**config.mk**
```make
export PLATFORM = sky130hd
export DESIGN_NAME = window_sorter
export DESIGN_NICKNAME = d
export VERILOG_FILES = /design/src/design/median_pkg.sv /design/src/design/sort_cell.sv /design/src/design/window_sorter.sv
export SDC_FILE = /design/constraint.sdc
export NUM_CORES = 2
export LEC_CHECK = 0
export BUFFER_PORTS_ARGS = -buffer_cell sky130_fd_sc_hd__buf_2
export CAP_MARGIN = 10
export CORE_MARGIN = 1
export CORE_UTILIZATION = 40
export DETAILED_ROUTE_END_ITERATION = 8
export PLACE_DENSITY = 0.67
export SLEW_MARGIN = 20
export SYNTH_ARGS = -nofsm -noshare
export SYNTH_HDL_FRONTEND = slang
export SYNTH_SLANG_ARGS = --single-unit
export TNS_END_PERCENT = 50
```
**constraint.sdc**
```tcl
create_clock -name clk -period 18.12 [get_ports clk]
set_input_delay 0 -clock clk [delete_from_list [all_inputs] [get_ports clk]]
set_output_delay 0 -clock clk [all_outputs]
set_load 0.01 [all_outputs]
```
**src/design/median_pkg.sv**
```systemverilog
// median filter shared sizes
// frame geometry, window geometry and sorter depth
`default_nettype none

package median_pkg;

  // pixel format
  localparam int PIX_W = 8;
  localparam int PIX_MAX = 255;

  // 8x8 frame in a 64-word memory
  localparam int IMG_DIM = 8;
  localparam int ADDR_W = 6;
  localparam int COL_W = 3;

  // 7x7 window, median sits in the middle of 49 sorted cells
  localparam int WIN = 7;
  localparam int WIN_HALF = 3;
  localparam int WIN_AREA = 49;
  localparam int MED_IDX = 24;

endpackage

`default_nettype wire

```
**src/design/sort_cell.sv**
```systemverilog
// sort cell
// one slot of the ordered list; on an insert/delete pair it takes a
// neighbour's value or the inserted value so the chain stays sorted
`timescale 1ns/1ps
`default_nettype none

module sort_cell (
  input  wire                              clk,
  input  wire                              RST,
  input  wire  [median_pkg::PIX_W-1:0]     ins,
  input  wire  [median_pkg::PIX_W-1:0]     del,
  input  wire  [median_pkg::PIX_W-1:0]     prev_val,
  input  wire  [median_pkg::PIX_W-1:0]     next_val,
  output logic [median_pkg::PIX_W-1:0]     val
);
  import median_pkg::*;

  logic [PIX_W-1:0] val_next;

  always_comb begin
    val_next = val;
    if (ins < del) begin
      // cells in (ins, del] move up one place
      if (val > ins && val <= del) begin
        val_next = (prev_val > ins) ? prev_val : ins;
      end
    end else if (ins > del) begin
      // cells in [del, ins) move down one place
      if (val < ins && val >= del) begin
        val_next = (next_val < ins) ? next_val : ins;
      end
    end
  end

  always_ff @(posedge clk or posedge RST) begin
    if (RST) begin
      val <= PIX_W'(PIX_MAX);
    end else begin
      val <= val_next;
    end
  end

endmodule

`default_nettype wire

```
**src/design/window_sorter.sv**
```systemverilog
// window sorter
// 49 ordered cells holding the window pixels in ascending order
// one delete/insert pair per cycle, median read from the middle cell
`timescale 1ns/1ps
`default_nettype none

module window_sorter (
  input  wire                              clk,
  input  wire                              RST,
  input  wire                              sort_en,
  input  wire  [median_pkg::PIX_W-1:0]     sort_ins,
  input  wire  [median_pkg::PIX_W-1:0]     sort_del,
  output logic [median_pkg::PIX_W-1:0]     median
);
  import median_pkg::*;

  logic [PIX_W-1:0] ins_eff;
  logic [PIX_W-1:0] del_eff;
  // link[g+1] is cell g, the two ends are fixed bounds
  wire  [PIX_W-1:0] link [WIN_AREA + 2];

  // equal insert and delete leave every cell alone
  assign ins_eff = sort_en ? sort_ins : PIX_W'(PIX_MAX);
  assign del_eff = sort_en ? sort_del : PIX_W'(PIX_MAX);

  assign link[0]            = '0;
  assign link[WIN_AREA + 1] = PIX_W'(PIX_MAX);

  for (genvar g = 0; g < WIN_AREA; g++) begin : g_cell
    sort_cell u_cell (
      .clk      (clk),
      .RST      (RST),
      .ins      (ins_eff),
      .del      (del_eff),
      .prev_val (link[g]),
      .next_val (link[g + 2]),
      .val      (link[g + 1])
    );
  end

  assign median = link[MED_IDX + 1];

endmodule

`default_nettype wire

```
==> out/qor.yml <==
run_status:
  status: "complete, but fails checks"
  violations: "negative hold slack"
clock_tree:
  cts_setup_buffers: 0
  cts_sinks: 392
  numCtsBuffers: 51
  cts_max_level: 2
  cts_resized: 0
  clk_pin_slew_ns: 0.06
  clock_latency_ns: 0.65
  ctsHoldBuffers: 0
  cts_buffer_depth: 3
  cts_tree: "done"
  root_buffer: "clkbuf_16"
final_layout:
  multiInputGateArea_um2: 32900
  top_register: "g_cell.u_cell.val"
  reg_top3: "g_cell.u_cell.val: 392 flops"
  stdcell_count: 6274
  largest_register_ffs: 392
  area_growth_pct: 5.67
  seq_area_um2: 10300
  nFillCells: 11000
  fin_util_pct: 42.6
  nNetsFinal: 5348
  drive_above_1_share_pct: 23.2
  antenna_cells: 0
yosys:
  yosysWarnings: 0
  synth_top_area_share_pct: 22.8
  yosys.area_share.simple_pct: 13.4
  syn-num-nets: 5646
  synth_compound_gate_area_share_pct: 26.0
  ys_seq_area_share_pct: 22.8
  syn_avg_cell_area_um2: 8.99
  synth.area.top_cells: "dfstp_2 (23%), ha_1 (16%), mux2_2 (9.5%), o221ai_1 (7.5%), a21oi_1 (4.8%)"
  synth_adder_area_share_pct: 17.3
  synth_common_cells: "ha_1 (594), a21oi_1 (434), o21ai_0 (425)"
  yosysMostFrequentCell: "ha_1"
  synth-xor-area-share_pct: 1.20
  synth_edf_count: 0
  synth_area_um2: 45200
  ys_ff_latch: 392
  syn-instance-count: 5033
  synth.distinct_cells: 91
  synth_top_flop_cell: "dfstp_2"
  synth.area.mux_share_pct: 14.2
  yosys.area.top_type: "dfstp_2"
  synth_top_family_by_area: "compound AO/OA/AOI/OAI gates"
  async_flop_share_pct: 100
timing:
  tightest_slew_ns: 1.23
  setup_viol: 0
  timing.hold.ws_ns: -0.0383
  period_minus_slack_ns: 4.71
  setup-tns-final_ns: 0
  slew_viol_final: 0
  timing.final.ws_setup_ns: 13.41
  rsz0062_at_grt: "no"
  hold_viol: 30
  fin_crit_sh_pct: 26.0
  fmax_mhz: 212
  max_slew_margin_pct: 18.2
  fin_skew_ns: 0.0299
floorplan:
  die_h_um: 338
  io_pins: 27
  start_util_pct: 40.3
  rows: 123
  core_area_um2: 112000
  die_area_um2: 114000
  dieWidth_um: 338
detailed_routing:
  via_per_inst: 6.93
  dr_total_vias: 43500
  drtAntennaViolNets: 0
  routedWlPerCell_um: 26.5
  wl_mm: 167
  first_pass_iters: 6
  drt_iter0_markers: 4499
  drc: 0
global_routing:
  grt_max_degree: 195
  grt_pass1_wl_mm: 254
  grt_pass1_vias: 41300
  antenna_found_initial: 2
  grt_usage_pct: 27.9
  grt_overflow_total: 0
flow_run:
  max_cap_violations: 0
critical_path:
  worstSetupEndpointType: "flop"
  crit_type: "in2reg"
  arrival_ns: 5.25
  critPathLaunchType: "primary input"
  crit_required_ns: 18.66
  path_max_fanout: 190
min_path:
  min_path_type: "in2async"
power_and_ir_drop:
  p_leak_nw: 18.4
  power_mw: 5.38
  vdd_drop_max_mv: 0.0866
  p_per_area_nw_per_um2: 113
placement:
  place_ws_ns: 12.94
  hpwl_mm: 100
  gp_congestion: 0.853
  port_buffers: 26
  place_inst: 6181
## worst paths after layout
path | end | cells after the start | start | slack, ns
setup / recovery | g_cell[15].u_cell.val[0]$_DFFE_PP1P_ | 13 | sort_en | 13.41
hold / removal | g_cell[22].u_cell.val[1]$_DFFE_PP1P_ | 2 | RST | -0.04
setup reg to reg | g_cell[17].u_cell.val[6]$_DFFE_PP1P_ | 7 | g_cell[17].u_cell.val[3]$_DFFE_PP1P_ | 14.61
hold reg to reg | g_cell[27].u_cell.val[2]$_DFFE_PP1P_ | 2 | g_cell[27].u_cell.val[2]$_DFFE_PP1P_ | 0.54
max in group asynchronous | g_cell[39].u_cell.val[3]$_DFFE_PP1P_ | 4 | RST | 16.18
min in group clk | g_cell[33].u_cell.val[0]$_DFFE_PP1P_ | 6 | sort_ins[0] | 0.14
## power breakdown
part / internal, mW / switching [mW]
sequential: 1.36 / 0.528
combinational: 1.05 / 1.37
clock: 0.627 / 0.448
total: 3.03 / 2.35
## final cells by class
type	count	area share [%]
repair buffers	88	1.36
clock buffers	72	3.11
well taps	1500	3.93
flip-flops and latches	392	21.5
clock inverters	20	0.479
multi-input cells	4097	68.7
inverters	105	0.861
## layout by cell type (no fill, tap or decap), types with 27 or more instances in the layout
cell type	count
a21o_1	83
a21oi_1	429
a31oi_1	77
and2_1	52
buf_4	58
clkbuf_16	52
dfstp_2	392
ha_1	594
inv_1	96
maj3_1	39
mux2_2	383
mux2i_1	176
nand2_1	252
nand2b_1	30
nand3_1	210
nand4_1	303
nor2_1	101
nor2b_1	27
o211ai_1	31
o21ai_0	425
o221ai_1	384
xnor2_1	59
## critical path, stage by stage
cell and delay [ns]:
buf_4 0.22, nor2b_4 0.18, buf_4 0.46, clkinv_1 0.18
ha_1 0.34, a21boi_1 0.16, nand3_1 0.41, and2_4 0.53
buf_12 0.61, buf_4 0.84, a2111oi_0 0.23, a31oi_2 0.52
mux2_2 0.40
## cells by family (layout without fill, tap and decap cells)
group                      count (synthesis)  after routing
AOI/OAI and AO/OA                       1682           1682
and+or+nand+nor                         1134           1134
adders and majority gates                633            633
muxes                                    586            586
buffers and inverters                    544            285
DFF                                      392            392
xor gates and xnor gates                  62             62
## routing by layer
layer  share of wire, %  wire length (um)  track usage, %  vias up
li1                   -                 -               -    19300
met4                6.3             10600            15.8        2
met1                 41             67900            37.1    21200
met2                 43             71900            42.7     2305
met5             0.0042                 7               0        -
met3                9.7             16100            4.83      641
## through the flow
step | hold slack, ns | area, um2
global placement | 0.536 | 46100
global route | 0.0946 | 47800
finish | -0.0383 | 47800
floorplan | 0.370 | 45200
CTS | 0.00937 | 47800
detailed placement | 0.536 | 46100
Power figures use the tool's default switching activity.
