**src/design/median_pkg.sv**
```systemverilog
// median filter shared sizes
// frame geometry, window geometry and sorter depth
`default_nettype none

package median_pkg;

  // pixel format
  localparam int PIX_W = 8;
  localparam int PIX_MAX = 255;

  // 8x8 frame in a 64-word memory
  localparam int IMG_DIM = 8;
  localparam int ADDR_W = 6;
  localparam int COL_W = 3;

  // 7x7 window, median sits in the middle of 49 sorted cells
  localparam int WIN = 7;
  localparam int WIN_HALF = 3;
  localparam int WIN_AREA = 49;
  localparam int MED_IDX = 24;

endpackage

`default_nettype wire

```
**src/design/frame_buffer.sv**
```systemverilog
// frame memory
// 64x8 single-port synchronous RAM, read data one cycle after the address
`timescale 1ns/1ps
`default_nettype none

module frame_buffer (
  input  wire                              clk,
  input  wire                              mem_we,
  input  wire  [median_pkg::ADDR_W-1:0]    mem_addr,
  input  wire  [median_pkg::PIX_W-1:0]     wdata,
  output logic [median_pkg::PIX_W-1:0]     rd_data
);
  import median_pkg::*;

  logic [PIX_W-1:0] mem [IMG_DIM * IMG_DIM];

  always_ff @(posedge clk) begin
    if (mem_we) begin
      mem[mem_addr] <= wdata;
    end
    rd_data <= mem[mem_addr];
  end

endmodule

`default_nettype wire

```
**config.mk**
```make
export PLATFORM = sky130hd
export DESIGN_NAME = frame_buffer
export DESIGN_NICKNAME = d
export VERILOG_FILES = /design/src/design/median_pkg.sv /design/src/design/frame_buffer.sv
export SDC_FILE = /design/constraint.sdc
export NUM_CORES = 1
export LEC_CHECK = 0
export BUFFER_PORTS_ARGS = -buffer_cell sky130_fd_sc_hd__clkbuf_2
export CAP_MARGIN = 5
export CELL_PAD_IN_SITES_DETAIL_PLACEMENT = 0
export CELL_PAD_IN_SITES_GLOBAL_PLACEMENT = 1
export CORE_MARGIN = 10
export CORE_UTILIZATION = 45
export DETAILED_ROUTE_END_ITERATION = 10
export PLACE_DENSITY_LB_ADDON = 0.1
export SLEW_MARGIN = 40
export SYNTH_ARGS = -nofsm -noshare
export SYNTH_HDL_FRONTEND = slang
export SYNTH_SLANG_ARGS = --single-unit
```
**constraint.sdc**
```tcl
create_clock -name clk -period 3.6 [get_ports clk]
set_input_delay 0.72 -clock clk [delete_from_list [all_inputs] [get_ports clk]]
set_output_delay 0.72 -clock clk [all_outputs]
set_load 0.005 [all_outputs]
```
==> results of run 1 <==
## power breakdown
part           switching (uW)  total (uW)  leakage (uW)  internal [uW]
clock                    2310        5800      0.000870           3500
combinational             497         762       0.00248            265
sequential               19.8        6720       0.00467           6700
## layout by cell type (no fill, tap or decap), types with 6 or more instances in the layout
cell type	netlist	final
a22o_1	10	10
clkbuf_2	0	18
mux2_1	7	7
nor2b_1	8	7
o21ai_0	9	9
a22oi_1	40	40
and3_1	9	9
clkbuf_16	0	53
nand2_1	45	45
buf_4	4	153
a211oi_1	6	6
o2bb2ai_1	7	7
clkbuf_1	36	10
nand3_1	8	8
mux2i_1	63	63
o22a_1	11	11
dfxtp_1	8	8
and2_1	9	9
a31oi_1	15	15
bufinv_16	0	11
o22ai_1	22	22
a21oi_1	28	28
edfxtp_1	512	512
nor2_1	82	79
and4_1	6	6
nand2b_1	24	24
mux4_2	41	41
buf_12	0	7
a32oi_1	7	7
a221o_1	11	11
clkinvlp_4	0	6
clkinv_1	0	10
nand3b_1	12	12
a221oi_1	21	21
o221ai_1	9	9
## logic make-up after synthesis
| family | count (synthesis) |
|---|---|
| flops | 520 |
| mux | 116 |
| compound gates | 222 |
| buf+inv | 84 |
| simple gates | 229 |
## worst paths after layout
kind	from	to	slack, ns	cells after the start
min reg2reg	mem[3][2]	rd_data[2]	0.68	3
max	mem_addr[1]	rd_data[5]	0.52	8
min	wdata[4]	mem[36][4]	0.54	1
max reg2reg	mem[6][7]	rd_data[7]	1.12	5
## registers in the layout, indices dropped and copies added (netlist names)
signal / count
mem: 512
rd_data: 8
## per-layer routing
| layer | vias to the layer above | GRT usage, % |
|---|---|---|
| met5 | - | 0 |
| met4 | 0 | 5.80 |
| met3 | 67 | 3.17 |
| met2 | 442 | 32.9 |
| met1 | 6053 | 30.6 |
| li1 | 5075 | - |
## worst reg2reg max path, cell delays in order (launching register included)
cell,delay [ns]
edfxtp_1,0.35
mux2_1,0.29
mux4_2,0.47
o21ai_1,0.29
o2111ai_1,0.25
or4b_1,0.67
## cell type report
class                           count  area [um2]
Clock buffer                       63        1360
Tap cell                          600         751
Clock inverter                     35         468
Sequential cell                   520       15500
Fill cell                        3647       21100
Inverter                            3        11.3
Multi-Input combinational cell    567        4520
Timing Repair Buffer              182        1430
## per-stage QoR
| stage | setup WS (ns) | power, uW | TNS, ns |
|---|---|---|---|
| after global placement | -0.0983 | 7610 | -0.205 |
| after CTS | 0.591 | 13400 | 0 |
| final | 0.516 | 13300 | 0 |
| after floorplan | 0.781 | 7210 | 0 |
| after global routing | 0.487 | 13600 | 0 |
| after detailed placement | -0.0469 | 7610 | -0.0469 |
==> flow_summary_export.csv, run 1 <==
group,metric,value,unit
run_status,status,"completed",
global_route,grt_max_degree,65,
logic_synthesis,synthSimpleGateAreaFrac,5.71,%
route,dr_wl_met3,3.81,mm
critical_path,worstSetupPathType,"input port to flip-flop",
clock_network,clockRootBuffer,"clkbuf_16",
critical_path,endpoint_kind,"flip-flop",
clock_network,clk_pin_slew,0.06,ns
critical_path,max_stage_delay,0.61,ns
logic_synthesis,muxShareOfSynthArea,8.26,%
clock_network,postCtsSetupBuffers,0,
floorplan,die_y,233,um
logic_synthesis,synth_common_cells,"edfxtp_1, nor2_1, mux2i_1",
route,drt_iter0_drc,1352,
logic_synthesis,synth_area_leader_cell,"edfxtp_1",
placement,dp_cells,1871,
critical_path,path_delay_family,"buffers and inverters",
layout,final_area,24100,um2
global_route,grt_usage,21.2,%
route,wl_per_cell,29.1,um
route,vias,11600,
route,wl_met1,25.4,mm
flow_run,drv_cap,0,
power_and_ir_drop,p_leak,0.00802,uW
logic_synthesis,yosys_warnings,0,
global_route,antenna_found_initial,0,
placement,port_buffers,23,
logic_synthesis,synth_nets,1187,
floorplan,die_area,54400,um2
sta,period_needed,3.08,ns
sta,whs,0.543,ns
global_route,grt.overflow.total,0,
layout,area_growth,17.8,%
clock_network,h-tree-depth,2,
logic_synthesis,syn_inst,1171,
critical_path,cp_common_cell,"buf_12",
layout,num-nets-final,1343,
logic_synthesis,ys_seq_area_share,76.0,%
route,drtAntennaViolNets,0,
critical_path,cp_num_buf_inv,3,
sta,fin_skew,0.0278,ns
clock_network,cts_buffers,53,
floorplan,coreArea,45200,um2
route,routed.top_layer,"met4",
floorplan,die_x,233,um
critical_path,arrival,3.53,ns
placement,gp_congestion,0.876,
hold_path,hold_path_class,"input port to flip-flop",
sta,rsz0062_at_grt,"no",
route,routed_via_density,5.91,
floorplan,start_util,45.3,%
logic_synthesis,async_flop_share,0,%
sta,worst_slew_pin_slew,0.846,ns
power_and_ir_drop,ir_worst_vdd,352,uV
placement,place_area,22200,um2
logic_synthesis,synthXorXnorAreaFrac,0,%
clock_network,clock_path_buffers,3,
logic_synthesis,yosysMostFrequentCell,"edfxtp_1",
logic_synthesis,synth_edf_count,512,
sta,setup_viol,0,
clock_network,clk_latency,0.60,ns
logic_synthesis,synth.top_cell.area_share,75.2,%
clock_network,ctsHoldBuffers,0,
power_and_ir_drop,powerDensity,552,nW/um2
layout,fin_util,53.3,%
sta,hold_violations,0,
route,wl_met2,26.9,mm
floorplan,row_count,78,
layout,final_layout_size_suffix_gt1_share,23.3,%
critical_path,critPathSlowestCell,"or4b_1",
sta,relSlewSlack,43.0,%
logic_synthesis,synthAdderAreaFrac,0,%
logic_synthesis,synth_seq_cells,520,
layout,fin_cells,1970,
clock_network,tritoncts,"yes",
logic_synthesis,syn_area_per_cell,17.5,um2
logic_synthesis,synth_compound_area_share,8.08,%
logic_synthesis,synthTopCellsByArea,"edfxtp_1, mux4_2, mux2i_1, nor2_1, a22oi_1",
sta,max_freq,0.324,GHz
route,drc,0,
logic_synthesis,syn-cell-area,20400,um2
logic_synthesis,synthFlopType,"edfxtp_1",
floorplan,ios,24,
global_route,grt_pass1_wl,83.0,mm
logic_synthesis,synth_top_family_by_area,"multiplexers",
global_route,grt_pass1_vias,11400,
route,routed_wl,57.3,mm
layout,insertedDiodeCount,0,
sta,timing.final.crit_share,85.7,%
critical_path,crit_fanout,41,
sta,drv_slew,0,
clock_network,cts_resized,0,
clock_network,cts.sinks,520,
critical_path,crit_chain,"buf_4 -> buf_12 -> buf_12 -> mux2_1 -> a221o_1 -> a22oi_1 -> o22ai_1 -> or4b_1",
route,drt_pre_antenna_iters,5,
critical_path,critPathRequiredTime,4.04,ns
logic_synthesis,synth.distinct_cells,56,
placement,dp.final_hpwl,37.6,mm
critical_path,worstSetupStartpointType,"input port",
No activity file was read; power rests on OpenSTA's default activity.
==> run 2, diff against run 1 <==
Settings changed: PLACE_DENSITY set to 0.72, PLACE_DENSITY_LB_ADDON 0.1 to not set.
==> run 2 against run 1 <==
  * Clock skew shrank 0.0048 ns
  * Power shrank 2.6%
  * Via count up 0.27%
==> flow_summary_export.csv, run 2 (synthesized netlist as in run 1, its figures left out) <==
group,metric,value,unit
critical_path,r2r_setup_slack,1.48,ns
global_route,grt_pass1_wl,78.8,mm
sta,max_freq,0.356,GHz
route,drc,0,
layout,largest_reg_flops,512,
critical_path,critPathRequiredTime,4.07,ns
clock_network,cts.sinks,520,
sta,tns,0,ns
layout,final_layout_size_suffix_gt1_share,21.7,%
clock_network,cts_resized,0,
critical_path,arrival,3.28,ns
sta,setup_viol,0,
sta,rsz0062_at_grt,"no",
hold_path,min_from,"wdata[2]",
run_status,status,"completed",
critical_path,worstSetupStartpointType,"input port",
layout,num-nets-final,1314,
placement,dp.final_hpwl,34.4,mm
hold_path,worstHoldEndpoint,"mem[58][2]",
hold_path,worstHoldPathCells,1,
clock_network,tritoncts,"yes",
layout,fill_cells,3581,
clock_network,cts_buffers,52,
floorplan,die_x,233,um
route,wl_per_cell,27.7,um
sta,timing.final.crit_share,78.0,%
critical_path,worstSetupStartpoint,"mem_addr[2]",
clock_network,h-tree-depth,2,
flow_run,drv_cap,0,
route,vias,11700,
clock_network,postCtsSetupBuffers,0,
layout,largest_register,"mem",
clock_network,clockRootBuffer,"clkbuf_16",
sta,fin_skew,0.0230,ns
floorplan,coreArea,45200,um2
placement,place_ws,0.286,ns
sta,relSlewSlack,44.7,%
clock_network,clk_latency,0.60,ns
clock_network,clock_path_buffers,3,
sta,setup_ws,0.791,ns
layout,register_area,15500,um2
power_and_ir_drop,powerDensity,546,nW/um2
critical_path,critPathSlowestCell,"o31ai_1",
power_and_ir_drop,ir_worst_vdd,353,uV
critical_path,worstSetupPathType,"input port to flip-flop",
floorplan,die_y,233,um
placement,gp_congestion,0.910,
critical_path,worst_r2r_startpoint,"mem[2][7]",
power_and_ir_drop,p_leak,0.00784,uW
floorplan,row_count,78,
global_route,grt.overflow.total,0,
critical_path,crit_chain,"buf_6 -> buf_4 -> mux2i_1 -> o22ai_1 -> o31ai_1 -> o221ai_1 -> or4_1",
global_route,grt_max_degree,65,
sta,hold_violations,0,
layout,fin_util,52.5,%
route,drtAntennaViolNets,0,
critical_path,reg2reg_to,"rd_data[7]",
sta,drv_slew,0,
layout,insertedDiodeCount,0,
route,routed_via_density,6.02,
critical_path,crit_fanout,58,
sta,period_needed,2.81,ns
critical_path,path_delay_family,"compound AO/OA/AOI/OAI gates",
floorplan,ios,24,
placement,port_buffers,23,
sta,worst_slew_pin_slew,0.828,ns
hold_path,hold_path_class,"input port to flip-flop",
route,drt_pre_antenna_iters,6,
clock_network,clk_pin_slew,0.06,ns
critical_path,rr_worst_depth,5,
route,routed_wl,53.7,mm
layout,final_common_cell,"edfxtp_1",
global_route,grt_pass1_vias,11400,
critical_path,max_stage_delay,0.47,ns
global_route,antenna_found_initial,0,
layout,area_growth,16.0,%
global_route,grt_usage,19.8,%
clock_network,ctsHoldBuffers,0,
layout,top_regs,"mem x512, rd_data x8",
layout,multi_input_area,4520,um2
floorplan,die_area,54400,um2
critical_path,cp_num_buf_inv,2,
floorplan,start_util,45.3,%
route,drt_iter0_drc,1444,
critical_path,endpoint_kind,"flip-flop",
layout,final_cell_mix,"edfxtp_1, buf_4, nor2_1, mux2i_1, clkbuf_16",
-- run 2: cell count changes in the layout (fill, tap and decap cells not counted), moves of 3 or more --
cell / previous run / this run
bufinv_16: 11 / 8
clkbuf_1: 10 / 6
buf_4: 153 / 129
buf_12: 7 / 4
clkinv_2: 4 / 12
-- run 2: per-layer routing --
metal | vias up | wire [um] | GRT usage (%)
met5 | - | 0 | 0
met4 | 0 | 1640 | 5.96
met3 | 98 | 4470 | 3.68
met2 | 555 | 25200 | 31.1
met1 | 6010 | 22400 | 27.7
li1 | 5005 | - | -
-- run 2: per-stage QoR --
step	power [uW]	instance area (um2)	std cells	hold slack (ns)
floorplan	7210	20400	1171	0.563
finish	12900	23700	1939	0.698
global route	13300	23700	1939	0.718
CTS	13000	23700	1939	0.685
detailed placement	7560	22000	1844	0.707
global placement	7550	22000	1844	0.724
-- run 2: worst max path at each step --
stage,cells after the start,slack [ns],end
floorplan,7,0.78,mem[13][0]
global placement,7,0.24,rd_data[6]
detailed placement,7,0.29,rd_data[6]
CTS,7,0.92,rd_data[6]
global route,7,0.81,rd_data[6]
finish,7,0.79,rd_data[6]
-- run 2: area by class of cell --
class	count	area share, %
timing repair buffer	154	4.91
multi-input combinational	567	19.1
tap	600	3.17
clock buffer	59	5.69
sequential	520	65.5
inverter	3	0.0475
clock inverter	36	1.62
-- run 2: power by group --
group | internal, uW | switching (uW)
Sequential | 6700 | 32.2
Combinational | 238 | 466
Clock | 3260 | 2240
Total | 10200 | 2740
==> run 3, diff against run 2 <==
Clock period 3.6 ns to 2.6 ns, I/O delays scaled along.
==> run 3 against run 2 <==
  * Global-route usage is 0.63 points higher
  * Setup slack got worse by 0.64 ns
  * Core utilization grew 2.1 points
  * Register-to-register slack worse by 1.2 ns
  * Critical path depth is 2 higher
  * Clock skew up 0.0079 ns
  * Routed wire length rose by 1.8%
  * Power grew 43%
  * Non-clock buffer count increased by 95
  * Via count grew 3.1%
  * Die area unchanged
  * Largest cell class unchanged
  * Largest power group unchanged
==> flow_summary_export.csv, run 3 (synthesized netlist as in run 1, its figures left out) <==
group,metric,value,unit
critical_path,critPathRequiredTime,3.07,ns
clock_network,h-tree-depth,2,
critical_path,arrival,2.93,ns
clock_network,cts_resized,0,
layout,final_area,24700,um2
power_and_ir_drop,p_clk_share,43.5,%
route,vias,12000,
floorplan,ios,24,
route,drt_iter0_drc,1465,
global_route,grt_pass1_vias,11900,
layout,insertedDiodeCount,0,
clock_network,postCtsSetupBuffers,0,
layout,register_area,15500,um2
flow_run,drv_cap,0,
route,wl_per_cell,26.9,um
critical_path,crit_fanout,15,
critical_path,critPathSlowestCell,"o31ai_1",
power_and_ir_drop,p_leak,0.00839,uW
global_route,grt.overflow.total,0,
floorplan,die_x,233,um
clock_network,tritoncts,"yes",
sta,timing.final.crit_share,94.3,%
floorplan,die_y,233,um
critical_path,worst_r2r_startpoint,"mem[6][7]",
critical_path,cp_common_cell,"buf_4",
power_and_ir_drop,p_comb_share,6.0,%
sta,rsz0062_at_grt,"no",
sta,period_needed,2.45,ns
clock_network,clk_latency,0.61,ns
floorplan,die_area,54400,um2
clock_network,clk_pin_slew,0.07,ns
critical_path,endpoint_kind,"flip-flop",
placement,port_buffers,23,
global_route,antenna_found_initial,0,
clock_network,cts_buffers,52,
clock_network,cts.sinks,520,
power_and_ir_drop,powerDensity,747,nW/um2
power_and_ir_drop,ir_worst_vdd,531,uV
hold_path,hold_path_class,"input port to flip-flop",
layout,multi_input_area,4520,um2
layout,fill_cells,3541,
route,routed_via_density,5.91,
critical_path,path_delay_family,"compound AO/OA/AOI/OAI gates",
layout,final_cell_mix,"edfxtp_1, buf_4, nor2_1, mux2i_1, clkbuf_16",
layout,final_layout_size_suffix_gt1_share,27.0,%
layout,area_growth,20.7,%
layout,largest_reg_flops,512,
placement,place_area,22800,um2
layout,fin_cells,2036,
global_route,grt_max_degree,40,
placement,dp_cells,1939,
sta,drv_slew,0,
placement,gp_congestion,0.903,
layout,num-nets-final,1409,
global_route,grt_pass1_wl,81.4,mm
power_and_ir_drop,power_switching_share,21.1,%
floorplan,start_util,45.3,%
clock_network,ctsHoldBuffers,0,
placement,dp.final_hpwl,37.5,mm
sta,hold_violations,0,
floorplan,row_count,78,
power_and_ir_drop,pwr-share-seq,50.5,%
sta,worst_slew_pin_slew,0.819,ns
sta,setup_viol,0,
critical_path,cp_num_buf_inv,4,
critical_path,crit_chain,"buf_4 -> buf_12 -> buf_4 -> nand2_1 -> buf_4 -> o22ai_1 -> o31ai_1 -> o221ai_1 -> or4_1",
clock_network,clock_path_buffers,3,
critical_path,worstSetupStartpoint,"mem_addr[1]",
sta,max_freq,0.408,GHz
layout,largest_register,"mem",
sta,whs,0.546,ns
power_and_ir_drop,internal_power,14600,uW
route,drc,0,
route,drt_pre_antenna_iters,7,
sta,tns,0,ns
sta,fin_skew,0.0310,ns
layout,top_regs,"mem x512, rd_data x8",
sta,relSlewSlack,45.4,%
floorplan,coreArea,45200,um2
route,drtAntennaViolNets,0,
clock_network,clockRootBuffer,"clkbuf_16",
critical_path,worstSetupPathType,"input port to flip-flop",
hold_path,min_from,"wdata[3]",
power_and_ir_drop,net-switching-power,3890,uW
critical_path,worstSetupStartpointType,"input port",
critical_path,max_stage_delay,0.60,ns
layout,final_common_cell,"edfxtp_1",
global_route,grt_usage,20.4,%
run_status,status,"completed",
route,routed_wl,54.7,mm
[run 3: changes by cell type in the layout (fill, tap and decap cells not counted)]
cell and delta:
buf_12 +12, buf_2 +2, buf_4 +83, bufinv_16 +3, clkbuf_4 -2, clkinv_1 -1
clkinv_2 -2, clkinvlp_4 +2, inv_16 +2, inv_6 -2, nor2_1 +1, nor2_2 -1
[run 3: layer usage]
metal | up-vias | wire [um] | track usage (%)
met2 | 560 | 26100 | 32.4
met4 | 0 | 1460 | 6.07
met5 | - | 0 | 0
li1 | 5203 | - | -
met1 | 6176 | 22500 | 28.1
met3 | 89 | 4600 | 4.21
[run 3: power by group through the flow]
stage	sequential, uW	clock (uW)	combinational [uW]
finish	9320	8020	1110
global route	9320	8480	1180
CTS	9310	8120	1100
detailed placement	9490	0	1100
global placement	9490	0	1090
floorplan	9480	0	504
[run 3: final timing paths]
path,depth (start not counted),to,slack [ns]
worst min-delay path,1,mem[15][3],0.55
worst max register to register,6,rd_data[7],0.30
worst max-delay path,9,rd_data[6],0.15
worst min register to register,4,rd_data[0],0.72
[run 3: final cells by class]
class / count / area share, %
inverter: 3 / 0.0456
tap: 600 / 3.04
clock buffer: 59 / 5.46
sequential: 520 / 62.9
timing repair buffer: 249 / 8.20
multi-input combinational: 567 / 18.3
clock inverter: 38 / 2.02
[run 3: stage by stage]
stage / setup WS, ns / total power (uW) / util, %
5_1_grt: 0.150 / 19000 / 54.6
3_3_place_gp: -0.458 / 10600 / 50.5
2_1_floorplan: -0.0188 / 9980 / -
4_1_cts: 0.253 / 18500 / 54.6
6_report: 0.149 / 18400 / 54.6
3_5_place_dp: -0.367 / 10600 / 50.5
[run 3: worst register-to-register path, cell delays in order, from the launching register on]
cell       delay (ns)
edfxtp_1         0.36
mux2_1           0.35
mux4_2           0.47
o21ai_1          0.22
buf_4            0.15
o2111ai_1        0.11
or4b_1           0.54
