<file path="config.mk">
export PLATFORM = sky130hd
export DESIGN_NAME = row_reorder
export DESIGN_NICKNAME = d
export VERILOG_FILES = /design/src/design/median_pkg.sv /design/src/design/row_reorder.sv
export SDC_FILE = /design/constraint.sdc
export NUM_CORES = 1
export LEC_CHECK = 0
export ABC_AREA = 1
export BUFFER_PORTS_ARGS = -buffer_cell sky130_fd_sc_hd__buf_2
export CAP_MARGIN = 20
export CORE_UTILIZATION = 30
export DETAILED_ROUTE_END_ITERATION = 7
export GPL_TIMING_DRIVEN = 0
export PLACE_DENSITY_LB_ADDON = 0.05
export SYNTH_ARGS = -nofsm -noshare
export SYNTH_HDL_FRONTEND = slang
export SYNTH_SLANG_ARGS = --single-unit
</file>
<file path="constraint.sdc">
create_clock -name clk -period 2 [get_ports clk]
set_input_delay 0.4 -clock clk [delete_from_list [all_inputs] [get_ports clk]]
set_output_delay 0.4 -clock clk [all_outputs]
set_load 0.005 [all_outputs]
</file>
<file path="src/design/median_pkg.sv">
// median filter shared sizes
// frame geometry, window geometry and sorter depth
`default_nettype none

package median_pkg;

  // pixel format
  localparam int PIX_W = 8;
  localparam int PIX_MAX = 255;

  // 8x8 frame in a 64-word memory
  localparam int IMG_DIM = 8;
  localparam int ADDR_W = 6;
  localparam int COL_W = 3;

  // 7x7 window, median sits in the middle of 49 sorted cells
  localparam int WIN = 7;
  localparam int WIN_HALF = 3;
  localparam int WIN_AREA = 49;
  localparam int MED_IDX = 24;

endpackage

`default_nettype wire

</file>
<file path="src/design/row_reorder.sv">
// row reorder buffer
// collects one row of medians by column, since left-going rows arrive
// right to left, then replays the row as a burst from column 0 upward
`timescale 1ns/1ps
`default_nettype none

module row_reorder (
  input  wire                              clk,
  input  wire                              RST,
  input  wire                              med_we,
  input  wire  [median_pkg::COL_W-1:0]     med_col,
  input  wire  [median_pkg::PIX_W-1:0]     median,
  output logic                             out_valid,
  output logic [median_pkg::PIX_W-1:0]     dout
);
  import median_pkg::*;

  logic [PIX_W-1:0] row_mem [IMG_DIM];
  logic [COL_W-1:0] wr_cnt;
  logic [COL_W-1:0] rd_cnt;

  always_ff @(posedge clk) begin
    if (med_we) begin
      row_mem[med_col] <= median;
    end
  end

  always_ff @(posedge clk or posedge RST) begin
    if (RST) begin
      wr_cnt    <= '0;
      rd_cnt    <= '0;
      out_valid <= 1'b0;
    end else begin
      if (med_we) begin
        wr_cnt <= wr_cnt + 1'b1;
      end
      // row complete, burst starts next cycle
      if (med_we && wr_cnt == COL_W'(IMG_DIM - 1)) begin
        out_valid <= 1'b1;
        rd_cnt    <= '0;
      end else if (out_valid) begin
        rd_cnt <= rd_cnt + 1'b1;
        if (rd_cnt == COL_W'(IMG_DIM - 1)) begin
          out_valid <= 1'b0;
        end
      end
    end
  end

  assign dout = row_mem[rd_cnt];

endmodule

`default_nettype wire

</file>
==> results of run 1 <==
-- where the power goes --
group          internal [W]  total, W  switching [W]
Clock              0.000692   0.00124       0.000552
Sequential          0.00173   0.00179      0.0000611
Combinational      0.000953   0.00218        0.00123
Total               0.00338   0.00522        0.00184
-- cells in the final DEF, fill, tap and decap left out, types with 2 or more instances in the layout --
master	n
nand2_1	95
inv_1	69
edfxtp_1	64
buf_2	22
nand3_1	20
nand3_2	15
nand2_2	14
clkbuf_8	9
nor2_1	8
buf_4	7
dfrtp_1	7
buf_6	6
o21ai_0	4
ha_1	4
nand2_4	3
buf_12	2
buf_8	2
mux2_2	2
clkinv_2	2
clkinvlp_4	2
clkinv_1	2
bufinv_16	2
clkbuf_16	2
-- flip-flops by register name, summed over array words and instances, names as in the netlist --
register / count
out_valid: 1
row_mem: 64
rd_cnt: 3
wr_cnt: 3
-- stage by stage --
stage / setup WS (ns) / total power, W / utilization / TNS, ns
6_report: 0.0136 / 0.00522 / 0.389 / 0
5_1_grt: -0.104 / 0.00558 / 0.389 / -0.737
4_1_cts: -0.0140 / 0.00498 / 0.369 / -0.0204
3_5_place_dp: 0.0174 / 0.00352 / 0.338 / 0
3_3_place_gp: -0.0233 / 0.00352 / 0.337 / -0.181
2_1_floorplan: 0.658 / 0.00288 / - / 0
-- final cells by class --
cell class,count,area [um^2],share of cell area
multi-input combinational,166,860,0.214
inverter,72,292,0.0726
sequential,71,2100,0.522
buffer,11,138,0.0343
clock inverter,7,87.6,0.0218
tap,136,170,0.0424
timing repair buffer,32,250,0.0623
clock buffer,9,124,0.0308
-- how the worst max path moves through the flow --
stage / end / slack [ns] / cells past startpoint
floorplan: dout[6] / 0.66 / 7
global placement: row_mem[4][4] / -0.02 / 3
detailed placement: row_mem[7][4] / 0.02 / 3
CTS: dout[4] / -0.01 / 8
global route: dout[6] / -0.10 / 9
finish: dout[4] / 0.01 / 8
-- timing repair --
action | 4_1_cts | 5_1_grt
buffers inserted | 4 | 0
pin swaps | 0 | 15
setup endpoints to repair | 8 | 8
resized for setup | 13 | 39
cloned | 1 | 2
hold buffers | 1 | 0
endpoints found under the hold margin | 7 | 0
-- kinds of logic (layout without fill, tap and decap cells) --
logic type,Yosys count,after routing,share of synthesized area
flops,71,71,0.656
fa+ha+maj,4,4,0.0157
compound gates,4,4,0.00626
simple gates,155,155,0.196
xor+xnor,1,1,0.00274
mux,2,2,0.00704
buf+inv,83,131,0.117
-- per-layer routing --
layer	vias up	wire (um)
met5	-	0
li1	1079	-
met1	1000	3930
met3	14	318
met4	0	223
met2	45	3720
==> results.toml, run 1 <==
[route]
drt-vias-per-instance = 4.24
first_iter_violations = 75
ant_nets = 0
wirelength_um = 8200
drtPass1Iterations = 4
route.detailed.drc = 0
avgRoutedWirePerCell_um = 16.3
vias = 2138

[synthesis]
synthTopCellsByArea = "edfxtp_1 (60%), nand2_1 (13%), inv_1 (8.1%), dfrtp_1 (5.5%), nand3_1 (5.5%)"
synth_ff_type = "edfxtp_1"
synth_cells = 320
yosysTopAreaCell = "edfxtp_1"
synth_commonest_cells = "nand2_1 (112), inv_1 (69), edfxtp_1 (64)"
synth_nets = 338
postSynth.asyncResetShare = 0.0986
synthMostInstantiatedCell = "nand2_1"
ys_seq_area_frac = 0.656
yosysTopAreaCellShare = 0.601
ys_warn_count = 0
ys_ff_latch = 71
ys_types = 15
synth_edf_count = 64
syn_area_um2 = 3200
syn_avg_cell_area_um2 = 9.99

[floorplan]
ios = 23
start_util = 0.310
dieArea_um2 = 11100
core_um2 = 10300
die_height_um = 105
std_cell_rows = 37
die_w_um = 105

[cells_and_area]
area_growth_pct = 25.6
num-fill-cells = 1023
final_cell_area_um2 = 4020
layout-drive-gt1-share = 0.253
stdcell_count = 504
finalNetCount = 381
diodes = 0

[critical_path]
crit_type = "reg -> out"
reg2reg_slack_ns = 0.74
critPathMaxStageDelay_ns = 0.40
path_buf_inv = 4
rr_startpoint = "wr_cnt[0]"
critPathRequiredTime_ns = 1.60
cpMaxStageDelayCell = "dfrtp_1"
rr_endpoint = "rd_cnt[2]"
critical_path.cell_chain = "buf_6 > inv_8 > buf_8 > nand3_1 > nand2_1 > nand2_1 > nand2_2 > buf_2"
cp_max_fo = 10
cp-startpoint = "rd_cnt[1]"
crit_top_cell = "nand2_1"
cp_top_family = "buffers and inverters"
end_kind = "output pin"
cp.arrival_ns = 1.59
rr_worst_depth = 5
cp-start-kind = "flop"

[placement]
io_buffers = 22
place_hpwl_um = 5000
gp_congestion = 0.716
dp_cells = 479
place_area_um2 = 3490

[grt]
use_met2 = 0.258
gr-usage-all-layers = 0.160
grt_pass1_wl_um = 12400
busiest_layer = "met2"
grt.met3_usage = 0.0272
grt_max_degree = 13
antenna_found_initial = 0
overflow = 0
first_global_vias = 2150
grt_util_met1 = 0.207

[min_path]
hold_start = "med_we"
hold_depth = 2
hold_end = "wr_cnt[0]"
hold_path.class = "in -> reg"

[power_and_ir_drop]
power_leakage_nw = 1.86
peakVddDrop_v = 0.000521
powerDensity_nw_per_um2 = 1300

[clock_tree]
clkTransAtPathRegs_ns = 0.08
cts.sinks = 71
cts-root-buf = "clkbuf_8"
cts_tree = "yes"
clock_latency_ns = 0.34
clock_path_buffers = 2
htreeDepth = 3
cts_buffers = 9

[timing]
rsz0062_at_grt = "yes"
drv_slew = 0
worstMarginPinSlew_ns = 1.08
post-route-period-util = 0.993
fin_worst_skew_ns = 0.00527
relSlewSlack = 0.278
timing.fmax_mhz = 503
hold_viol_final = 0
period_needed_ns = 1.99
fin_hold_ws_ns = 0.334
setup_violations = 0

[job]
cap_violations = 0

[status]
status = "finished, final reports clean"
Note: power is estimated with default switching activity, not from simulation.
==> run 2, diff against run 1 <==
--- a/config.mk
+++ b/config.mk
@@ -8,6 +8,8 @@
 export ABC_AREA = 1
 export BUFFER_PORTS_ARGS = -buffer_cell sky130_fd_sc_hd__buf_2
 export CAP_MARGIN = 20
+export CELL_PAD_IN_SITES_DETAIL_PLACEMENT = 1
+export CELL_PAD_IN_SITES_GLOBAL_PLACEMENT = 1
 export CORE_UTILIZATION = 30
 export DETAILED_ROUTE_END_ITERATION = 7
 export GPL_TIMING_DRIVEN = 0
==> run 2 against run 1 <==
  * Setup slack improved by 0.010 ns
  * Combinational power rose by 9.6%
  * Global-route usage barely moved
  * Clock power fell by 22%
  * Register-to-register slack got worse by 0.03 ns
  * Flip-flop and latch count did not move
  * Wire length fell by 0.78%
  * Fmax rose by 0.53%
  * Hold slack improved by 0.012 ns
  * Power fell by 1.2%
==> results.toml, run 2 (synthesized netlist as in run 1, its figures left out) <==
[cells_and_area]
area_growth_pct = 26.1
finalNetCount = 386
num-fill-cells = 1179
diodes = 0
layout_common_cells = "nand2_1 (87), inv_1 (69), edfxtp_1 (64)"
reg_top3 = "row_mem x64, rd_cnt x3, wr_cnt x3"
layout-drive-gt1-share = 0.277
mostFrequentLayoutCell = "nand2_1"
final_core_util = 0.391
top_register = "row_mem"
largest_reg_flops = 64

[min_path]
hold_path.class = "in -> reg"
hold_depth = 2
hold_start = "med_we"
hold_end = "wr_cnt[0]"

[timing]
fin_worst_skew_ns = 0.00900
timing.fmax_mhz = 506
relSlewSlack = 0.402
setup_violations = 0
drv_slew = 0
worstMarginPinSlew_ns = 0.894
post-route-period-util = 0.988
fin_hold_ws_ns = 0.346
hold_viol_final = 0
rsz0062_at_grt = "yes"
period_needed_ns = 1.98

[grt]
use_met2 = 0.252
grt_util_met1 = 0.226
busiest_layer = "met2"
grt_max_degree = 12
gr-usage-all-layers = 0.161
grt_pass1_wl_um = 12600
grt.met3_usage = 0.0241
overflow = 0
antenna_found_initial = 0
first_global_vias = 2185

[floorplan]
ios = 23
dieArea_um2 = 11100
die_w_um = 105
start_util = 0.310
std_cell_rows = 37
core_um2 = 10300
die_height_um = 105

[clock_tree]
clock_path_buffers = 2
htreeDepth = 3
clkTransAtPathRegs_ns = 0.08
clock_latency_ns = 0.34
cts_tree = "yes"
cts_buffers = 9
cts.sinks = 71
cts-root-buf = "clkbuf_8"

[critical_path]
crit_top_cell = "nand2_1"
rr_endpoint = "rd_cnt[2]"
cp.arrival_ns = 1.58
critPathMaxStageDelay_ns = 0.40
rr_startpoint = "wr_cnt[0]"
cp_max_fo = 7
reg2reg_slack_ns = 0.71
crit_type = "reg -> out"
end_kind = "output pin"
cpMaxStageDelayCell = "dfrtp_1"
critPathRequiredTime_ns = 1.60
cp-start-kind = "flop"
rr_worst_depth = 5
critical_path.cell_chain = "buf_6 > inv_12 > clkbuf_16 > nand2_1 > nand3_1 > nand2_1 > nand2_1 > nand2_1 > buf_2"

[placement]
io_buffers = 22
place_hpwl_um = 5250
gp_congestion = 0.716

[power_and_ir_drop]
peakVddDrop_v = 0.000386
netSwitchingFraction = 0.364
pwr-share-seq = 0.348
p_int_w = 0.00328
fin_total_pwr_w = 0.00516
powerDensity_nw_per_um2 = 1280
p_sw_w = 0.00188
p_clk_frac = 0.188
power_leakage_nw = 1.87
p_comb_frac = 0.463

[route]
route.detailed.drc = 0
first_iter_violations = 78
drtPass1Iterations = 7
ant_nets = 0
avgRoutedWirePerCell_um = 16.0
wirelength_um = 8130
vias = 2164
drt-vias-per-instance = 4.26

[status]
status = "finished, final reports clean"

[job]
cap_violations = 0
==> run 2: cell count changes in the layout (fill, tap and decap cells not counted), sizes merged <==
cell,previous run,this run
clkinv,5,4
inv,70,71
clkbuf,11,13
bufinv,2,0
buf,40,45
clkinvlp,2,1
==> run 2: final cells by class <==
| cell class | instances | area [um^2] | share of cell area |
|---|---|---|---|
| flip-flops and latches | 71 | 2100 | 0.520 |
| clock inverters | 4 | 23.8 | 0.00589 |
| plain buffers | 11 | 141 | 0.0350 |
| clock buffers | 11 | 131 | 0.0326 |
| well taps | 136 | 170 | 0.0422 |
| multi-input cells | 166 | 870 | 0.216 |
| inverters | 72 | 294 | 0.0729 |
| repair buffers | 37 | 307 | 0.0760 |
==> run 2: timing repair <==
item	in CTS	in global routing
endpoints found under the hold margin	7	0
hold buffers	1	0
resized for setup	24	38
gates cloned	3	1
setup endpoints to repair	8	8
setup buffers	9	1
pin swaps	6	14
==> run 2: per-stage QoR <==
stage,instances,setup WS [ns],setup TNS (ns),area (um^2)
after floorplan,320,0.658,0,3200
after global placement,478,0.156,0,3480
after detailed placement,478,0.144,0,3480
after CTS,506,-0.00979,-0.0172,3870
after global routing,508,-0.0459,-0.293,4030
final,508,0.0241,0,4030
==> run 2: power groups by stage <==
stage / Combinational (W) / Sequential [W] / Clock (W)
global placement: 0.00167 / 0.00183 / 0
detailed placement: 0.00168 / 0.00183 / 0
floorplan: 0.00106 / 0.00182 / 0
CTS: 0.00217 / 0.00180 / 0.000998
finish: 0.00239 / 0.00180 / 0.000972
global route: 0.00265 / 0.00181 / 0.00106
==> run 2: how the worst max path moves through the flow <==
stage | cells past startpoint | end | from | slack [ns]
5_1_grt | 9 | dout[6] | rd_cnt[0] | -0.05
2_1_floorplan | 7 | dout[6] | rd_cnt[1] | 0.66
4_1_cts | 9 | dout[0] | rd_cnt[0] | -0.01
3_3_place_gp | 3 | row_mem[6][3] | med_we | 0.16
6_report | 9 | dout[6] | rd_cnt[0] | 0.02
3_5_place_dp | 3 | row_mem[6][3] | med_we | 0.14
==> run 2: worst max-delay path, delay by kind of cell (launching register included) <==
| family | cells | cell delay [ns] |
|---|---|---|
| and+or+nand+nor | 5 | 0.28 |
| DFF | 1 | 0.40 |
| buffers and inverters | 4 | 0.54 |
==> run 2: metal layers <==
layer | vias up | part of all wire
li1 | 1095 | -
met1 | 1042 | 0.51
met2 | 18 | 0.47
met3 | 9 | 0.013
met4 | 0 | 0.011
met5 | - | 0
==> run 3, diff against run 2 <==
--- a/config.mk
+++ b/config.mk
@@ -5,7 +5,6 @@
 export SDC_FILE = /design/constraint.sdc
 export NUM_CORES = 1
 export LEC_CHECK = 0
-export ABC_AREA = 1
 export BUFFER_PORTS_ARGS = -buffer_cell sky130_fd_sc_hd__buf_2
 export CAP_MARGIN = 20
 export CELL_PAD_IN_SITES_DETAIL_PLACEMENT = 1
==> run 3 against run 2 <==
  * The flow now finishes with violations (negative setup slack)
  * Core utilization is 2.2 points lower
  * Combinational power decreased by 36%
  * Fmax decreased by 15%
  * Final cell count down 40%
  * Synthesized area shrank 11%
  * Flip-flop and latch count is the same
  * Setup slack got worse by 0.34 ns
  * Non-clock buffer count down 12
  * Power shrank 15%
  * Via count fell by 37%
  * Register-to-register slack worse by 0.02 ns
  * Clock skew is 0.0079 ns lower
  * Critical endpoint is now dout[1]
  * Largest cell class unchanged
  * Largest power group is now sequential cells
==> results.toml, run 3 <==
[clock_tree]
cts-root-buf = "clkbuf_8"
clock_latency_ns = 0.33
clock_path_buffers = 2
cts_buffers = 9
cts.sinks = 71
cts_tree = "yes"
clkTransAtPathRegs_ns = 0.07
htreeDepth = 3

[route]
drtPass1Iterations = 4
drt-vias-per-instance = 4.45
avgRoutedWirePerCell_um = 20.0
ant_nets = 0
first_iter_violations = 66
route.detailed.drc = 0
vias = 1357
wirelength_um = 6090

[synthesis]
synthTopCellsByArea = "edfxtp_1 (67%), mux4_1 (15%), dfrtp_1 (6.1%), mux2_2 (3.9%), ha_1 (1.8%)"
ys_seq_area_frac = 0.734
ys_ff_latch = 71
synth_nets = 149
synth_cells = 131
ys_warn_count = 0
synth_ff_type = "edfxtp_1"
synth_commonest_cells = "edfxtp_1 (64), mux4_1 (16), mux2_2 (10)"
postSynth.asyncResetShare = 0.0986
syn_avg_cell_area_um2 = 21.8
yosysTopAreaCellShare = 0.673
synth_edf_count = 64
ys_types = 19
yosysTopAreaCell = "edfxtp_1"
syn_area_um2 = 2860
synthMostInstantiatedCell = "edfxtp_1"

[floorplan]
std_cell_rows = 35
dieArea_um2 = 9910
die_height_um = 99.6
ios = 23
core_um2 = 9240
die_w_um = 99.6
start_util = 0.309

[grt]
antenna_found_initial = 0
grt_pass1_wl_um = 9540
overflow = 0
grt_max_degree = 12
gr-usage-all-layers = 0.139
first_global_vias = 1543

[cells_and_area]
reg_top3 = "row_mem x64, rd_cnt x3, wr_cnt x3"
top_register = "row_mem"
stdcell_count = 305
num-fill-cells = 906
final_cell_area_um2 = 3410
mostFrequentLayoutCell = "edfxtp_1"
layout_common_cells = "edfxtp_1 (64), buf_2 (18), mux4_2 (16)"
diodes = 0
largest_reg_flops = 64
area_growth_pct = 19.3
finalNetCount = 190
layout-drive-gt1-share = 0.420

[critical_path]
cp_max_fo = 5
reg2reg_slack_ns = 0.69
cp.arrival_ns = 1.92
critPathRequiredTime_ns = 1.60
cpMaxStageDelayCell = "mux4_2"
critical_path.cell_chain = "buf_8 > buf_12 > mux4_2 > mux2_4 > buf_6"
crit_type = "reg -> out"
cp-start-kind = "flop"
end_kind = "output pin"
critPathMaxStageDelay_ns = 0.52

[timing]
setup_violations = 8
post-route-period-util = 1.16
relSlewSlack = 0.330
rsz0062_at_grt = "yes"
setup_slack_ns = -0.318
fin_hold_ws_ns = 0.329
fin_worst_skew_ns = 0.00109
period_needed_ns = 2.32
worstMarginPinSlew_ns = 1.00
timing.fmax_mhz = 431
drv_slew = 0
hold_viol_final = 0

[power_and_ir_drop]
peakVddDrop_v = 0.000402
powerDensity_nw_per_um2 = 1290
fin_total_pwr_w = 0.00440
power_leakage_nw = 1.17

[placement]
post-place-ws_ns = -0.488
dp_cells = 283
gp_congestion = 0.689
place_area_um2 = 3150
io_buffers = 21
place_hpwl_um = 3750

[status]
violations = "negative setup slack"
status = "complete, but fails checks"

[job]
cap_violations = 0

[min_path]
hold_path.class = "in -> reg"
## run 3: cell types whose count changed in the layout (fill, tap and decap cells not counted), moves of 3 or more
| cell | previous run | this run |
|---|---|---|
| mux4_2 | 0 | 16 |
| nand2_1 | 87 | 3 |
| inv_1 | 69 | 2 |
| a21oi_1 | 0 | 3 |
| mux2_2 | 2 | 7 |
| nand2_4 | 3 | 0 |
| buf_2 | 22 | 18 |
| buf_4 | 10 | 2 |
| nand2b_1 | 0 | 3 |
| mux2_4 | 0 | 3 |
| nand3_1 | 22 | 0 |
| o21ai_0 | 4 | 1 |
| nand2_2 | 22 | 0 |
| nand3_2 | 13 | 0 |
## run 3: final timing paths
kind,start,end,cells after the start
max reg2reg,rd_cnt[0],rd_cnt[2],5
max in group asynchronous,RST,wr_cnt[1],3
min in group asynchronous,RST,rd_cnt[1],3
min reg2reg,wr_cnt[0],wr_cnt[0],1
max,rd_cnt[0],dout[1],5
min,median[6],row_mem[0][6],1
## run 3: critical path, delay by kind of cell, from the launching register on
| family | cells | cell delay, ns |
|---|---|---|
| flops | 1 | 0.38 |
| buf+inv | 3 | 0.40 |
| mux | 2 | 0.80 |
## run 3: cells by family (layout without fill, tap and decap cells)
group,Yosys count,after routing,synth area share
buffers and inverters,8,53,0.0193
adders and majority gates,4,4,0.0175
and+or+nand+nor,14,14,0.0219
DFF,71,71,0.734
xor gates and xnor gates,2,2,0.00614
AOI/OAI and AO/OA,4,4,0.00701
muxes,28,28,0.194
## run 3: through the flow
| step | util | setup TNS [ns] |
|---|---|---|
| 6_report | 0.369 | -2.38 |
| 5_1_grt | 0.369 | -3.01 |
| 4_1_cts | 0.365 | -2.63 |
| 3_5_place_dp | 0.341 | -10.38 |
| 3_3_place_gp | 0.338 | -20.06 |
| 2_1_floorplan | - | 0 |
## run 3: final cells by class
class | instances | area (um^2) | area share
Timing Repair Buffer | 30 | 236 | 0.0694
Buffer | 6 | 62.6 | 0.0184
Clock buffer | 10 | 128 | 0.0375
Clock inverter | 5 | 50.0 | 0.0147
Sequential cell | 71 | 2100 | 0.615
Tap cell | 129 | 161 | 0.0474
Inverter | 2 | 7.51 | 0.00220
Multi-Input combinational cell | 52 | 664 | 0.195
## run 3: repair_timing
item | CTS | global route
hold buffers | 1 | 0
cloned | 1 | 0
gates resized for setup | 27 | 7
setup endpoints to repair | 8 | 8
buffers inserted | 4 | 0
endpoints found under the hold margin | 7 | 0
## run 3: power by group
part	switching [W]	internal, W
registers	0.0000709	0.00174
clock network	0.000512	0.000559
logic	0.000612	0.000905
total	0.00120	0.00320
## run 3: routing by layer
layer,share of wire,GRT usage,routed length [um]
met1,0.49,0.196,2980
met2,0.47,0.206,2850
met3,0.034,0.0387,205
met4,0.0072,0.0475,44
met5,0,0,0
